`config.mk`:
```
export PLATFORM = sky130hd
export DESIGN_NAME = f33m_decode
export DESIGN_NICKNAME = d
export VERILOG_FILES = /design/src/gf3_pkg.sv /design/src/f33m_decode.sv
export VERILOG_INCLUDE_DIRS = /design/src /design/src/include
export SDC_FILE = /design/constraint.sdc
export NUM_CORES = 2
export LEC_CHECK = 0
export BUFFER_PORTS_ARGS = -buffer_cell sky130_fd_sc_hd__buf_2
export CAP_MARGIN = 20
export CORE_AREA = 4 4 607 609
export DETAILED_ROUTE_END_ITERATION = 6
export DIE_AREA = 0 0 611 613
export PLACE_DENSITY = 0.42
export RECOVER_POWER = 100
export SYNTH_ARGS = -nofsm -noshare
export SYNTH_HDL_FRONTEND = slang
export SYNTH_SLANG_ARGS = --single-unit
```
`constraint.sdc`:
```
create_clock -name clk -period 2.8 [get_ports clk]
set_input_delay 0.56 -clock clk [delete_from_list [all_inputs] [get_ports clk]]
set_output_delay 0.56 -clock clk [all_outputs]
set_load 0.05 [all_outputs]
```
`src/include/gf3_macros.svh`:
```
`ifndef GF3_MACROS_SVH
`define GF3_MACROS_SVH

// base field GF(3^m), reduced by p(x) = x^97 + x^12 + 2
`define GF_M 97

// two bits per trit
`define GF_W (2 * `GF_M)

// trit index of the middle term of p(x)
`define GF_TAP 12

// three trits of the multiplier operand consumed per step
`define GF_DIGITS ((`GF_M + 2) / 3)

// wide enough to hold GF_DIGITS
`define GF_CNT_W 6

`endif

```
`src/gf3_pkg.sv`:
```
`include "gf3_macros.svh"

package gf3_pkg;

    // trit i sits at bits 2i+1..2i, codes 00/01/10
    typedef logic [`GF_W-1:0] gf3m_t;

    typedef struct packed {
        gf3m_t c2;
        gf3m_t c1;
        gf3m_t c0;
    } gf33m_t;

    // one phase per karatsuba sub-product, then idle
    typedef enum logic [2:0] {
        PH_A2B2,
        PH_S21,
        PH_A1B1,
        PH_S20,
        PH_S10,
        PH_A0B0,
        PH_DONE
    } phase_e;

    typedef struct packed {
        logic       valid;
        logic [2:0] idx;  // product slot x0..x5
    } prod_wr_t;

    function automatic logic [1:0] trit_add(input logic [1:0] p, input logic [1:0] q);
        logic [2:0] s;
        s = {1'b0, p} + {1'b0, q};
        if (s >= 3'd3)
            s = s - 3'd3;
        return s[1:0];
    endfunction

    function automatic logic [1:0] trit_mul(input logic [1:0] p, input logic [1:0] q);
        logic [1:0] r;
        r[0] = (p == 2'b01 && q == 2'b01) || (p == 2'b10 && q == 2'b10);
        r[1] = (p == 2'b01 && q == 2'b10) || (p == 2'b10 && q == 2'b01);
        return r;
    endfunction

    function automatic logic [1:0] trit_neg(input logic [1:0] p);
        return {p[0], p[1]};  // swaps 1 and 2
    endfunction

    function automatic gf3m_t gf3m_add(input gf3m_t p, input gf3m_t q);
        gf3m_t r;
        for (int i = 0; i < `GF_M; i++)
            r[2*i +: 2] = trit_add(p[2*i +: 2], q[2*i +: 2]);
        return r;
    endfunction

    function automatic gf3m_t gf3m_neg(input gf3m_t p);
        gf3m_t r;
        for (int i = 0; i < `GF_M; i++)
            r[2*i +: 2] = trit_neg(p[2*i +: 2]);
        return r;
    endfunction

endpackage

```
`src/f33m_decode.sv`:
```
module f33m_decode (
    input  logic              clk,
    input  logic              reset,
    input  gf3_pkg::gf33m_t   a,
    input  gf3_pkg::gf33m_t   b,
    input  logic              prod_done,
    output gf3_pkg::gf3m_t    op_x,
    output gf3_pkg::gf3m_t    op_y,
    output logic              load,
    output gf3_pkg::prod_wr_t wr,
    output logic              finish
);

    gf3_pkg::phase_e phase;
    logic            kick;  // first load after reset
    gf3_pkg::gf3m_t  sa21, sa20, sa10;
    gf3_pkg::gf3m_t  sb21, sb20, sb10;

    assign sa21 = gf3_pkg::gf3m_add(a.c2, a.c1);
    assign sa20 = gf3_pkg::gf3m_add(a.c2, a.c0);
    assign sa10 = gf3_pkg::gf3m_add(a.c1, a.c0);
    assign sb21 = gf3_pkg::gf3m_add(b.c2, b.c1);
    assign sb20 = gf3_pkg::gf3m_add(b.c2, b.c0);
    assign sb10 = gf3_pkg::gf3m_add(b.c1, b.c0);

    always_comb
    begin
        case (phase)
            gf3_pkg::PH_A2B2:
            begin
                op_x = a.c2;
                op_y = b.c2;
            end
            gf3_pkg::PH_S21:
            begin
                op_x = sa21;
                op_y = sb21;
            end
            gf3_pkg::PH_A1B1:
            begin
                op_x = a.c1;
                op_y = b.c1;
            end
            gf3_pkg::PH_S20:
            begin
                op_x = sa20;
                op_y = sb20;
            end
            gf3_pkg::PH_S10:
            begin
                op_x = sa10;
                op_y = sb10;
            end
            gf3_pkg::PH_A0B0:
            begin
                op_x = a.c0;
                op_y = b.c0;
            end
            default:
            begin
                op_x = '0;
                op_y = '0;
            end
        endcase
    end

    // slot index is the phase that produced it
    assign wr.valid = prod_done;
    assign wr.idx   = phase;

    always_ff @(posedge clk)
    begin
        if (reset)
        begin
            phase  <= gf3_pkg::PH_A2B2;
            kick   <= 1'b1;
            load   <= 1'b0;
            finish <= 1'b0;
        end
        else
        begin
            kick   <= 1'b0;
            load   <= kick || (prod_done && phase < gf3_pkg::PH_A0B0);
            finish <= prod_done && phase == gf3_pkg::PH_A0B0;
            if (prod_done && phase != gf3_pkg::PH_DONE)
                phase <= gf3_pkg::phase_e'(phase + 3'd1);
        end
    end

    // a new operand set must never overlap a product strobe
    assert property (@(posedge clk) disable iff (reset) !(load && prod_done));

    assert property (@(posedge clk) disable iff (reset)
        phase == gf3_pkg::PH_DONE |=> phase == gf3_pkg::PH_DONE);

endmodule

```
### Yosys cells after proc, flatten, opt, wreduce, memory -nomap -nowiden

Cells that the tools add are included.

* output and inout port bits: 394
* logic and storage cells: 2348
* bits in registers: 6
* input port bits: 1167

* add/sub/neg operators: 1165
* eq/ne operators: 6
* muxes and demuxes: 585
* magnitude comparators: 583
* reduce and logical (&&, ||, !) cells: 5

Operators by type and width (number)
* 194-bit case mux with 6 select lines: 2
* 2-bit by 2-bit adder with 3-bit output: 582
* 3-bit by 2-bit >= comparator with 1-bit output, second input constant: 582
* 2-bit 2-to-1 mux: 582
* 2-bit subtractor, second input constant: 582
* 3-bit by 2-bit equality test with 1-bit output, second input constant: 2
* 3-bit equality test, second input constant: 2
* 3-bit by 1-bit adder with 3-bit output, second input constant: 1
* 3-bit by 1-bit equality test with 1-bit output, second input constant: 1
* 1-bit logical AND: 3
* 3-bit logical NOT: 1
* 3-bit less-than comparator, second input constant: 1
* 3-bit != test, second input constant: 1
* 1-bit logical OR: 1
* 1-bit 2-to-1 mux: 1

### Longest topological paths before layout

* depth in word-level cells: 4
* gate-level depth with buffers: 9
* gate-level depth less buffers: 9

### Worst setup path before layout

Ideal clock, no wire load.

* path type: in2out
* start: in a[192] (netlist name)
* end: out op_x[192]
* arrival: 2.714 ns
* required time: 2.240 ns
* cell stages on the path: 7
* path slack: -0.474 ns
* path buffers: 0
* cell sequence: ha_1 -> fa_1 -> ha_1 -> or4b_2 -> o21ai_0 -> a21oi_1 -> o211ai_1

* word-level cells in the longest chain between the ends: 4
* elaborated cells on any way between the ends: 9
* those cells by class: add/sub: 4; order compare: 2; mux: 3

RTL lines
* start, declared: RTL line f33m_decode.sv:4 `input gf3_pkg::gf33m_t a,`
* 2-bit by 2-bit adder with 3-bit output: RTL line gf3_pkg.sv:32 `s = {1'b0, p} + {1'b0, q};`
* 3-bit by 2-bit >= comparator with 1-bit output / 2-bit subtractor (equally long branches): RTL line gf3_pkg.sv:33, gf3_pkg.sv:34
* 2-bit 2-to-1 mux: RTL line gf3_pkg.sv:33 `if (s >= 3'd3)`
* 194-bit case mux with 6 select lines *: RTL line f33m_decode.sv:28 `case (phase)`
* end, declared: RTL line f33m_decode.sv:7 `output gf3_pkg::gf3m_t op_x,`

Every way passes the cells marked *; elsewhere a longest branch is shown, timed or not.

### Final worst setup path

* start: in a[432] (netlist name)
* end: out op_x[44]

The elaborated chain is that of the path after synthesis.

==> metrics.txt <==
Layout area overhead=88.44%; vias per inst=4.532; worst hold endpoint=load; total global-route track usage=17.71%; Syn Nets=10478; Commonest cells post-synth=ha_1 (1169), inv_1 (807), nand2_1 (660); worst hold start=kick; Critical Path RT=2.24 ns; die area=374500 sq um; post-synth top area share=24.36%; max-cap viol count=0; CTS buffer count=3; Placer Congestion=0.8928; critical-path cell list=buf_8 > ha_4 > fa_1 > ha_2 > or3_4 > mux2i_2 > a22oi_1 > nand4_1 > buf_12; reg-to-reg startpoint=phase[0]; worst-skew pair later-pin latency=0.24 ns; most common cell in the netlist=ha_1; GRT overflow=0; R2R depth=6; critical path's top delay family=adder cells; CP max stage delay=0.47 ns; failing checks=setup timing; worst-margin pin slew=0.8607 ns; share of cells above drive strength 1=54.01%; DP Worst Slack=-0.4747 ns; final hold violations=0; pin count of the biggest net entering global routing=56; post-synth top area cell=ha_1; post-synthesis async set-or-reset flop share=0%; fmax=314.3 MHz; Sequential Power Share=0.3%; worst path bufs/invs=2; Cells after DPL=15182; first-pass GRT wire length=495600 microns; reg-to-reg endpoint=finish; sw power=18.60 mW; #FFs+latches synth=6; critical path type=input port to output pin; type of destination of the critical path=output pin; r2r setup slk=0.45 ns; Die Y=613 microns; core area=362200 sq um; YS warnings=0; Mapped Avg Cell Area=7.943 sq um; DRC=0; CTS sink cnt=6; clock-pin slew on the worst setup and hold paths=0.04 ns; Slowest cell on crit path=fa_1; crit path max fanout=3; Syn Std Cell Area=60050 sq um; WP data arrival=2.62 ns; Slew Limit Fails=0; RSZ-0062 raised after global routing=yes; switching fraction of total power=50.79%; vias in the first global route=71014; post-synthesis mux area share=9.017%; post-synthesis adder-cell area fraction=43.76%; Wirelength per Cell=22.47 microns; Simple-Gate Fraction of Synth Area=22.06%; router iterations before antenna repair=5; Unique masters post-synth=39; starting density of the core=16.58%; worst min path class=register to register; Clk pwr share=0.7%; dpl hpwl=300100 microns; Internal Power=18.02 mW; number of flops mapped to enable cells by yosys=0; XOR/XNOR Fraction of Synth Area=0.01458%; top cells by area, synth=ha_1 (24%), fa_1 (19%), mux2i_1 (9.0%); main combinational cell family by area after synthesis=adder cells; worst hold path cell count=2; setup violators final=387; initial antenna violation count=158; clock tree buffer depth=2; clk_skew=0.005423 ns; die width=611 microns; sequential area share after synthesis=0.2000%; routed wire length=350600 microns; Initial DRC Count=3328; Slew HR=42.87%; pwr dens=323.7 nW/um^2; CTS Root Cell=clkbuf_16; Final min period=3.182 ns; ys flop type=dfxtp_1; Cell Rows=221; Post-Layout Cell Count=15603; port buffer count=1560; outcome=finished, violations left; post-synthesis compound-gate area fraction=17.98%; via count=70706; period utilization=113.6%; hold-fix buffer count after cts=0; crit path launch type=input port; I/O Pins=1561; DRT antenna net count=0; setup ws final=-0.3821 ns; Syn Inst Count=7560; CTS H-Tree Depth=1; VDD IR-drop max=270.3 uV; final-stage net count=13659; layout filler cell count=37929; leakage power=48.61 nW; Gate power share=99.1%; CTS tree=yes
==> what timing repair did <==
| item | in CTS | in global routing |
|---|---|---|
| setup buffers | 228 | 108 |
| pin swaps | 1535 | 999 |
| endpoints found under the setup margin | 388 | 388 |
| gates resized for setup | 2944 | 910 |
| gates cloned | 18 | 2 |
==> area by class of cell <==
class	instances	area, sq um	area share (%)
multi-input cells	6488	69080	61.04
repair buffers	3435	34670	30.64
well taps	4794	5998	5.300
inverters	807	3039	2.686
diodes	70	175.2	0.1548
flip-flops and latches	6	127.6	0.1128
clock buffers	3	75.07	0.06634
==> how the worst max path moves through the flow <==
stage                      start         to  cells past startpoint
after floorplan           a[192]  op_x[192]                      7
after global placement    a[114]  op_x[114]                      9
after detailed placement  a[114]  op_x[114]                      9
after CTS                 a[580]  op_x[192]                      9
after global routing      b[254]   op_y[60]                      9
final                     a[432]   op_x[44]                      9
==> layer usage <==
metal | global-route usage (%) | share of wire, % | vias to the layer above | routed length [microns]
met3 | 2.780 | 4.7 | 540 | 16420
met4 | 6.613 | 4.9 | 64 | 17270
li1 | - | - | 34192 | -
met2 | 32.52 | 51 | 1671 | 178400
met1 | 20.53 | 39 | 34239 | 138100
met5 | 0 | 0.11 | - | 402
==> cell families after synthesis <==
family,Yosys count
AND/OR/NAND/NOR,2603
adder cells (fa/ha/maj),1751
AO/OA/AOI/OAI,1592
buffers and inverters,1066
multiplexers,541
flip-flops,6
XOR/XNOR,1
==> power by group through the flow <==
stage | Sequential (mW) | Combinational, mW | Clock (mW)
CTS | 0.0970 | 34.9 | 0.253
detailed placement | 0.0962 | 31.0 | 0
global placement | 0.0960 | 30.9 | 0
global route | 0.0970 | 39.0 | 0.256
floorplan | 0.111 | 16.3 | 0
finish | 0.0963 | 36.3 | 0.248
==> cells in the final DEF (no fill, tap or decap), drive strengths merged, types with 2 or more instances in the layout <==
| cell | instances |
|---|---|
| and2 | 3 |
| or4b | 16 |
| a21o | 2 |
| clkbuf | 17 |
| a22o | 186 |
| a22oi | 395 |
| o31ai | 9 |
| or3 | 274 |
| fa | 582 |
| nor2b | 402 |
| diode | 70 |
| nand2 | 660 |
| mux2i | 541 |
| a21oi | 366 |
| o21ai | 241 |
| ha | 1169 |
| o32a | 9 |
| and3 | 2 |
| o211ai | 298 |
| nor2 | 436 |
| nor4b | 23 |
| nor3b | 2 |
| buf | 3412 |
| inv | 807 |
| nand4 | 383 |
| nor3 | 332 |
| a221oi | 3 |
| dfxtp | 6 |
| bufbuf | 9 |
| o31a | 15 |
| o221ai | 66 |
| nand2b | 68 |
==> tightest hold or removal path, stage by stage (launching register included) <==
cell	delay, ns
dfxtp_1	0.29
a21oi_1	0.11
nor2_1	0.10
==> registers in the layout (all words and copies together), names as in the netlist <==
| signal | flops |
|---|---|
| finish | 1 |
| kick | 1 |
| load | 1 |
| phase | 3 |
==> per-stage QoR <==
step	cell area, sq um	util [%]	hold WS, ns	setup TNS, ns	power [mW]
after floorplan	66750	-	0.4130	-16.19	16.43
after global placement	96150	26.54	0.5365	-98.41	31.02
after detailed placement	96150	26.54	0.5396	-98.62	31.10
after CTS	108800	30.03	0.5192	-64.95	35.26
after global routing	113100	31.22	0.5566	-109.84	39.38
final	113200	31.24	0.5601	-77.40	36.63
Note: power is estimated with default switching activity, not from simulation.
