**src/include/gf3_macros.svh**
```systemverilog
`ifndef GF3_MACROS_SVH
`define GF3_MACROS_SVH

// base field GF(3^m), reduced by p(x) = x^97 + x^12 + 2
`define GF_M 97

// two bits per trit
`define GF_W (2 * `GF_M)

// trit index of the middle term of p(x)
`define GF_TAP 12

// three trits of the multiplier operand consumed per step
`define GF_DIGITS ((`GF_M + 2) / 3)

// wide enough to hold GF_DIGITS
`define GF_CNT_W 6

`endif

```
**src/gf3_pkg.sv**
```systemverilog
`include "gf3_macros.svh"

package gf3_pkg;

    // trit i sits at bits 2i+1..2i, codes 00/01/10
    typedef logic [`GF_W-1:0] gf3m_t;

    typedef struct packed {
        gf3m_t c2;
        gf3m_t c1;
        gf3m_t c0;
    } gf33m_t;

    // one phase per karatsuba sub-product, then idle
    typedef enum logic [2:0] {
        PH_A2B2,
        PH_S21,
        PH_A1B1,
        PH_S20,
        PH_S10,
        PH_A0B0,
        PH_DONE
    } phase_e;

    typedef struct packed {
        logic       valid;
        logic [2:0] idx;  // product slot x0..x5
    } prod_wr_t;

    function automatic logic [1:0] trit_add(input logic [1:0] p, input logic [1:0] q);
        logic [2:0] s;
        s = {1'b0, p} + {1'b0, q};
        if (s >= 3'd3)
            s = s - 3'd3;
        return s[1:0];
    endfunction

    function automatic logic [1:0] trit_mul(input logic [1:0] p, input logic [1:0] q);
        logic [1:0] r;
        r[0] = (p == 2'b01 && q == 2'b01) || (p == 2'b10 && q == 2'b10);
        r[1] = (p == 2'b01 && q == 2'b10) || (p == 2'b10 && q == 2'b01);
        return r;
    endfunction

    function automatic logic [1:0] trit_neg(input logic [1:0] p);
        return {p[0], p[1]};  // swaps 1 and 2
    endfunction

    function automatic gf3m_t gf3m_add(input gf3m_t p, input gf3m_t q);
        gf3m_t r;
        for (int i = 0; i < `GF_M; i++)
            r[2*i +: 2] = trit_add(p[2*i +: 2], q[2*i +: 2]);
        return r;
    endfunction

    function automatic gf3m_t gf3m_neg(input gf3m_t p);
        gf3m_t r;
        for (int i = 0; i < `GF_M; i++)
            r[2*i +: 2] = trit_neg(p[2*i +: 2]);
        return r;
    endfunction

endpackage

```
**src/f3m_mult_serial.sv**
```systemverilog
`include "gf3_macros.svh"

module f3m_mult_serial (
    input  logic           clk,
    input  logic           reset,
    input  logic           load,
    input  gf3_pkg::gf3m_t op_x,
    input  gf3_pkg::gf3m_t op_y,
    output gf3_pkg::gf3m_t prod,
    output logic           prod_done
);

    localparam int XT = `GF_M + 3;  // trits before reduction
    localparam logic [`GF_CNT_W-1:0] DIGITS = `GF_CNT_W'(`GF_DIGITS);
    localparam gf3_pkg::gf3m_t TRIT_LO = {`GF_M{2'b01}};

    gf3_pkg::gf3m_t       x, y, acc;
    gf3_pkg::gf3m_t       x_red, p_red, acc_next;
    logic [2*XT-1:0]      xsh;  // x * x^3, unreduced
    logic [2*XT-1:0]      pp;   // x * digit, unreduced
    logic [2*XT+3:0]      xz;   // x padded with zero trits
    logic [`GF_CNT_W-1:0] cnt;
    logic                 busy;
    logic                 last;
    logic                 bad_x, bad_y;

    assign xz  = {6'b0, x, 4'b0};
    assign xsh = {x, 6'b0};

    genvar k, i;

    // digit y2 x^2 + y1 x + y0 times x
    for (k = 0; k < XT; k++)
    begin : g_pp
        logic [1:0] t0, t1, t2;
        assign t0 = gf3_pkg::trit_mul(xz[2*(k+2) +: 2], y[1:0]);
        assign t1 = gf3_pkg::trit_mul(xz[2*(k+1) +: 2], y[3:2]);
        assign t2 = gf3_pkg::trit_mul(xz[2*k +: 2], y[5:4]);
        assign pp[2*k +: 2] = gf3_pkg::trit_add(gf3_pkg::trit_add(t0, t1), t2);
    end

    // x^(97+j) = 2 x^(12+j) + x^j
    for (i = 0; i < `GF_M; i++)
    begin : g_fold
        logic [1:0] x_fb, p_fb;
        if (i < 3)
        begin : g_unit
            assign x_fb = xsh[2*(`GF_M+i) +: 2];
            assign p_fb = pp[2*(`GF_M+i) +: 2];
        end
        else if (i >= `GF_TAP && i < `GF_TAP + 3)
        begin : g_tap
            assign x_fb = gf3_pkg::trit_neg(xsh[2*(`GF_M+i-`GF_TAP) +: 2]);
            assign p_fb = gf3_pkg::trit_neg(pp[2*(`GF_M+i-`GF_TAP) +: 2]);
        end
        else
        begin : g_none
            assign x_fb = 2'b00;
            assign p_fb = 2'b00;
        end
        assign x_red[2*i +: 2] = gf3_pkg::trit_add(xsh[2*i +: 2], x_fb);
        assign p_red[2*i +: 2] = gf3_pkg::trit_add(pp[2*i +: 2], p_fb);
    end

    assign acc_next = gf3_pkg::gf3m_add(acc, p_red);
    assign last     = busy && cnt == `GF_CNT_W'(1);

    always_ff @(posedge clk)
    begin
        if (reset)
        begin
            busy      <= 1'b0;
            cnt       <= '0;
            prod_done <= 1'b0;
        end
        else if (load)
        begin
            busy      <= 1'b1;
            cnt       <= DIGITS;
            prod_done <= 1'b0;
        end
        else
        begin
            prod_done <= last;
            if (busy)
                cnt <= cnt - `GF_CNT_W'(1);
            if (last)
                busy <= 1'b0;
        end
    end

    always_ff @(posedge clk)
    begin
        if (load)
        begin
            x   <= op_x;
            y   <= op_y;
            acc <= '0;
        end
        else if (busy)
        begin
            x   <= x_red;
            y   <= y >> 6;  // next three trits
            acc <= acc_next;
            if (last)
                prod <= acc_next;  // held until next load
        end
    end

    assign bad_x = |(op_x & (op_x >> 1) & TRIT_LO);
    assign bad_y = |(op_y & (op_y >> 1) & TRIT_LO);

    // operands from the sequencer carry only valid trit codes
    assert property (@(posedge clk) disable iff (reset) load |-> !bad_x && !bad_y);

endmodule

```
**config.mk**
```make
export PLATFORM = sky130hd
export DESIGN_NAME = f3m_mult_serial
export DESIGN_NICKNAME = d
export VERILOG_FILES = /design/src/gf3_pkg.sv /design/src/f3m_mult_serial.sv
export VERILOG_INCLUDE_DIRS = /design/src /design/src/include
export SDC_FILE = /design/constraint.sdc
export NUM_CORES = 2
export LEC_CHECK = 0
export BUFFER_PORTS_ARGS = -buffer_cell sky130_fd_sc_hd__clkbuf_2
export CAP_MARGIN = 20
export CORE_MARGIN = 2
export CORE_UTILIZATION = 40
export DETAILED_ROUTE_END_ITERATION = 8
export GPL_TIMING_DRIVEN = 0
export PLACE_DENSITY_LB_ADDON = 0.15
export SETUP_SLACK_MARGIN = 0.15
export SLEW_MARGIN = 25
export SYNTH_ARGS = -nofsm -noshare
export SYNTH_HDL_FRONTEND = slang
export SYNTH_SLANG_ARGS = --single-unit
```
**constraint.sdc**
```tcl
create_clock -name clk -period 36.5 [get_ports clk]
set_clock_uncertainty 0.1 [all_clocks]
set_input_delay 7.3 -clock clk [delete_from_list [all_inputs] [get_ports clk]]
set_output_delay 7.3 -clock clk [all_outputs]
set_load 0.1 [all_outputs]
```
Word level (Yosys, flattened, before mapping)
Cells that the tools add are included.
Cells by class
  $add $sub $neg: 785
  multipliers: 0
  div/mod/pow operators: 0
  magnitude comparators: 488
  eq/ne operators: 201
  shifts and indexed selects: 0
  multiplexer cells: 496
  bitwise gates (word level): 1
  reductions and logical operators: 1751
Operators by type and width (number)
  logical AND 1 bit: 1165
  two-way mux 2 bit: 488
  subtractor 2 bit, second input constant: 488
  adder 2 x 2 -> 3 bit: 296
  >= comparator 3 x 2 -> 1 bit, second input constant: 296
  two-way mux 194 bit: 4
  logical OR 1 bit: 582
  >= comparator 2 bit, second input constant: 192
  == test 2 x 1 -> 1 bit, second input constant: 100
  == test 2 bit, second input constant: 100
  two-way mux 6 bit: 2
  == test 6 x 1 -> 1 bit, second input constant: 1
  subtractor 6 x 1 -> 6 bit, second input constant: 1
  nonzero test 2 bit: 2
  AND reduction 3 bit: 1
  two-way mux 1 bit: 2
  OR reduction 2 bit: 1
  inverter 1 bit: 1
Storage, ports and cells
  bits in registers: 784
  latch bits: 0
  bits in writable memories: 0
  ROM bits: 0
  output and inout port bits: 195
  logic and storage cells: 3730
  memories: 0

Depth between registers and ports, before layout
  depth after elaboration: 15
  mapped depth: 30
  mapped depth without buffers: 29

Worst setup path before layout
OpenSTA, ideal clock, no wires.
  path kind: input -> register
  start point: in load
  end point: reg prod[0], enable pin
  setup time: 751 ps
  arrival: 15937 ps
  required time: 35649 ps
  setup slack: 19712 ps
  stages on the path: 6
  path buffers: 3
  cell sequence: buf_6 -> buf_6 -> clkinv_2 -> nand2_4 -> buf_2 -> nor2_1
On the way
  word-level cells in the longest chain between the ends: 2
RTL lines
  start: declaration: RTL line f3m_mult_serial.sv:6  | input logic load,
  inverter 1 bit (no line)
  AND reduction 3 bit (no line)
  end signal: assignment: RTL line f3m_mult_serial.sv:106  | prod <= acc_next;
  end: declaration: RTL line f3m_mult_serial.sv:9  | output gf3_pkg::gf3m_t prod,
Every way passes these cells.
A chain may end at the register's enable or synchronous reset.

Worst setup path in the final report
  start point: in load
  end point: reg y[166], enable pin
On the way
  word-level cells in the longest chain between the ends: 1
RTL lines
  nonzero test 2 bit (no line)
  end signal: assignment: RTL line f3m_mult_serial.sv:97  | y <= op_y;
  end signal: assignment: RTL line f3m_mult_serial.sv:103  | y <= y >> 6;
  end: declaration: RTL line f3m_mult_serial.sv:17  | gf3_pkg::gf3m_t x, y, acc;
Every way passes these cells.

==> flow_results.org <==
** Status
- The run finished with clean final reports.

** Global route
- M1 GR Usage :: a little under two fifths
- Total global-route track usage :: between 20% and 30%
- Entering global routing, the biggest net connects between 90 and 100 pins.
- In this run the most used layer during global routing was met2.
- Initial antenna violation count :: 20
- Vias in the first global route :: between 40000 and 50000
- For this run the aggregate overflow at the end of global routing stands at 0.
- The first global-routing pass estimated about 330000 um of wire.
- Grt met2 use :: a little under half
- For this run, global-route usage on met3 was measured as 8.63%.

** Route
- Antenna viol nets, final :: 0
- DR vias :: between 50000 and 60000
- Vias per inst :: between 5 and 6
- Detailed-route wire length per cell :: 27.0 um
- Initial DRC count :: just under 6000
- Total routed wirelength :: between 200000 and 250000 um
- The first TritonRoute pass finished after 7 iterations.
- DRC Markers :: 0

** Finish
- The finished cells cover 0.0700 mm2.
- Final core utilization :: 46.6%
- Area Growth Syn to Fin :: 15.4%
- Share of final-layout standard cells stronger than drive strength 1 :: around 17%
- The count of cells in the finished layout, fillers not included, comes to just under 9000.
- Net count reported at finish :: 8009

** Pwr
- Combinational logic is responsible for between 50% and 60% of the overall power.
- The design draws 5.07 mW.
- Worst VDD drop :: a little over 0.00005 V
- Internal power :: about 2.8 mW
- Net switching is approximately 44% of the power.
- P_leak :: roughly 30 nW
- Power per standard cell area :: 72.4 mW/mm2
- Sequential cell fraction of total power :: roughly 26%
- Summed over all nets, the switching power comes to about 2.2 mW.
- Clock group share of total power :: between 20% and 30%

** Critical path
- Cell type of the slowest stage on the worst timing path :: buf_16
- STA classifies the critical path startpoint as an input port.
- Counting stages on the worst path, the most repeated cell is buf_6.
- Worst endpoint required time :: roughly 37 ns
- Walking the worst path, the cells encountered are buf_6, buf_6, buf_6, buf_6, nor2_2, inv_8, buf_16, buf_16, buf_16.
- Arrival time worst endpoint :: between 10 and 15 ns
- CP peak stage delay :: between 0.4 and 0.5 ns
- Of all nets on the critical path, the largest fanout is 96.
- Beginning of the worst register-to-register path :: y[1]$_DFFE_PP_
- Crit Path Category :: in -> reg
- For flop-to-flop paths, the worst setup slack is 28.77 ns.
- Reg2Reg Depth :: 29
- Critical R2R Capture :: prod[24]$_DFFE_PP_
- Critical Path End Type :: flop

** Floorplan
- I/O pin count :: between 500 and 600
- The die covers 0.155 mm2.
- Number of rows in the core area :: 142
- Initial cell density of the core :: between 40% and 50%
- Die span in y :: between 300 and 400 um
- Chip width :: 393 um
- In this run the standard cell core region covers between 0.15 and 0.2 mm2.

** Logic synthesis
- The share of synthesized area in the top cell type comes to 28.8%.
- Cell type with the highest aggregate area in the netlist :: edfxtp_1
- Post-synth EDFFs :: 582
- Post-synth top cells :: ha_1, edfxtp_1, nor2_1
- Post-synthesis area per instance :: roughly 10 um2
- Synth Instances :: between 6000 and 7000
- By area the synthesized netlist is led by edfxtp_1, ha_1, fa_1.
- The share of the Yosys chip area taken by registers is between 30% and 40%.
- Count leader, synth :: ha_1
- Synthesis produced a netlist with a net count of about 7300.
- During synthesis, Yosys emitted a total of 0 warnings.
- Async set-reset flop share out of synthesis :: 0%
- After synthesis the netlist holds a flip-flop and latch count of 784.
- The synthesized netlist contains between 50 and 60 unique library cells.
- Netlist area before placement :: around 0.061 mm2
- Primary FF master, synth :: edfxtp_1

** STA
- The number of hold violations in the final report is 0.
- Adding up every negative setup slack in the final design gives 0 ns.
- Timing would allow up to between 90 and 100 MHz.
- At the pin with the least slew margin, the transition time is roughly 1.2 ns.
- Final Slew Violations :: 0
- Smallest hold slack :: ~0.39 ns
- Post-layout minimum cycle time :: between 10 and 15 ns
- Setup violations remaining at the end of the flow were counted as 0.
- Of the available clock period, the critical path in the final layout requires around 28%.
- In this run the tightest slew margin relative to its limit is 17.0%.
- Unrepaired setup endpoints after global routing :: no
- After layout, the worst setup slack is ~26 ns.

** CTS
- Clk slew on worst S/H paths :: roughly 0.07 ns
- The H-tree generated during clock tree synthesis spans 3 levels.
- Count of clock tree sinks :: 784
- Clock tree root driver cell :: clkbuf_16
- Max Buffers Root-to-Sink :: 3
- Insertion delay to the later sink of the worst-skew pair :: 0.75 ns
- After clock tree synthesis, the flow added hold-fix buffers numbering 0.
- Inserted Clock Buffers :: 97
- Clock tree from TritonCTS :: built
- Number of cells upsized or downsized after cts :: 0
- Buffer count from post-CTS setup fixing :: 0

** Hold path
- In this run the most critical hold path is launched from acc[109]$_SDFFE_PP0P_.
- The worst hold path belongs to the class reg -> reg.
- Counting instances, the worst hold path has a depth of 2.
- End point of the worst hold path :: acc[109]$_SDFFE_PP0P_

** Placement
- The wire-length estimate of the detail-placed layout is around 180000 um.
- Last weighted congestion value of the routability-driven placer :: a little over 1
- After detailed placement, the total cell area comes to 0.0666 mm2.
- The number of placed instances, taps included, is ~8600.
- In this run the tool buffered the top-level ports with 584 buffer cells.
- Post-placement setup slack :: between 20 and 30 ns

** Run
- Max Cap Violations :: 0
cells by family after synthesis:
kind of cell               Yosys count  synth area share, %
muxes                              188                 4.52
DFF                                784                 35.5
adders and majority gates          890                 22.0
and+or+nand+nor                   1933                 16.5
AOI/OAI and AO/OA                 1544                 16.5
buffers and inverters              684                 4.95
xor gates and xnor gates             3               0.0433
cell usage in the layout, fill, tap and decap left out, types with 61 or more instances in the layout:
master,n
buf_2,129
dfxtp_1,202
ha_1,594
mux2_4,167
o22ai_1,297
fa_1,296
a211oi_1,83
nand2_1,301
a22oi_1,279
o31ai_1,93
edfxtp_1,582
clkbuf_2,623
o21a_1,211
o21ai_0,238
o21ai_1,100
nor2b_1,454
a21oi_1,166
nor2_1,475
clkbuf_1,61
clkbuf_16,100
nand3_1,127
inv_1,427
or3_1,98
nand2b_1,194
nor3_1,147
layout make-up:
class | count | area [um2]
tap | 2016 | 2520
fill | 14300 | 80300
multi-input combinational | 4558 | 36200
inverter | 429 | 1620
clock buffer | 114 | 2560
antenna | 10 | 25.0
sequential | 784 | 21500
clock inverter | 69 | 796
buffer | 255 | 1440
timing repair buffer | 603 | 3370
worst max-delay path: cells and delay by family:
family                 cells  cell delay [ns]
buffers and inverters      8             2.47
AND/OR/NAND/NOR            1             0.17
registers in the layout (all words and copies together), names as in the netlist:
signal and count:
acc 194, busy 1, cnt 6, prod 194, prod_done 1, x 194
y 194
power by group through the flow:
stage               Clock [mW]  Sequential [mW]  Combinational, mW
finish                    1.03             1.30               2.74
global route              1.08             1.32               3.07
CTS                       1.05             1.30               2.72
detailed placement           0             1.32               2.70
global placement             0             1.33               2.59
floorplan                    0             1.41               1.88
layer usage:
layer	wire length, um	part of all wire [%]	vias to the layer above
met3	27000	11	672
met2	103000	43	2666
met4	15200	6.3	16
met1	93900	39	25100
li1	-	-	23400
met5	119	0.050	-
how the worst max path moves through the flow:
stage,slack (ns),cells after the start,end,start
2_1_floorplan,19.71,6,prod[0]$_DFFE_PP_,load
3_3_place_gp,14.39,6,prod[157]$_DFFE_PP_,load
3_5_place_dp,25.73,9,y[184]$_DFFE_PP_,load
4_1_cts,26.55,9,y[118]$_DFFE_PP_,load
5_1_grt,26.42,9,y[118]$_DFFE_PP_,load
6_report,26.43,9,y[166]$_DFFE_PP_,load
Note: power is estimated with default switching activity, not from simulation.
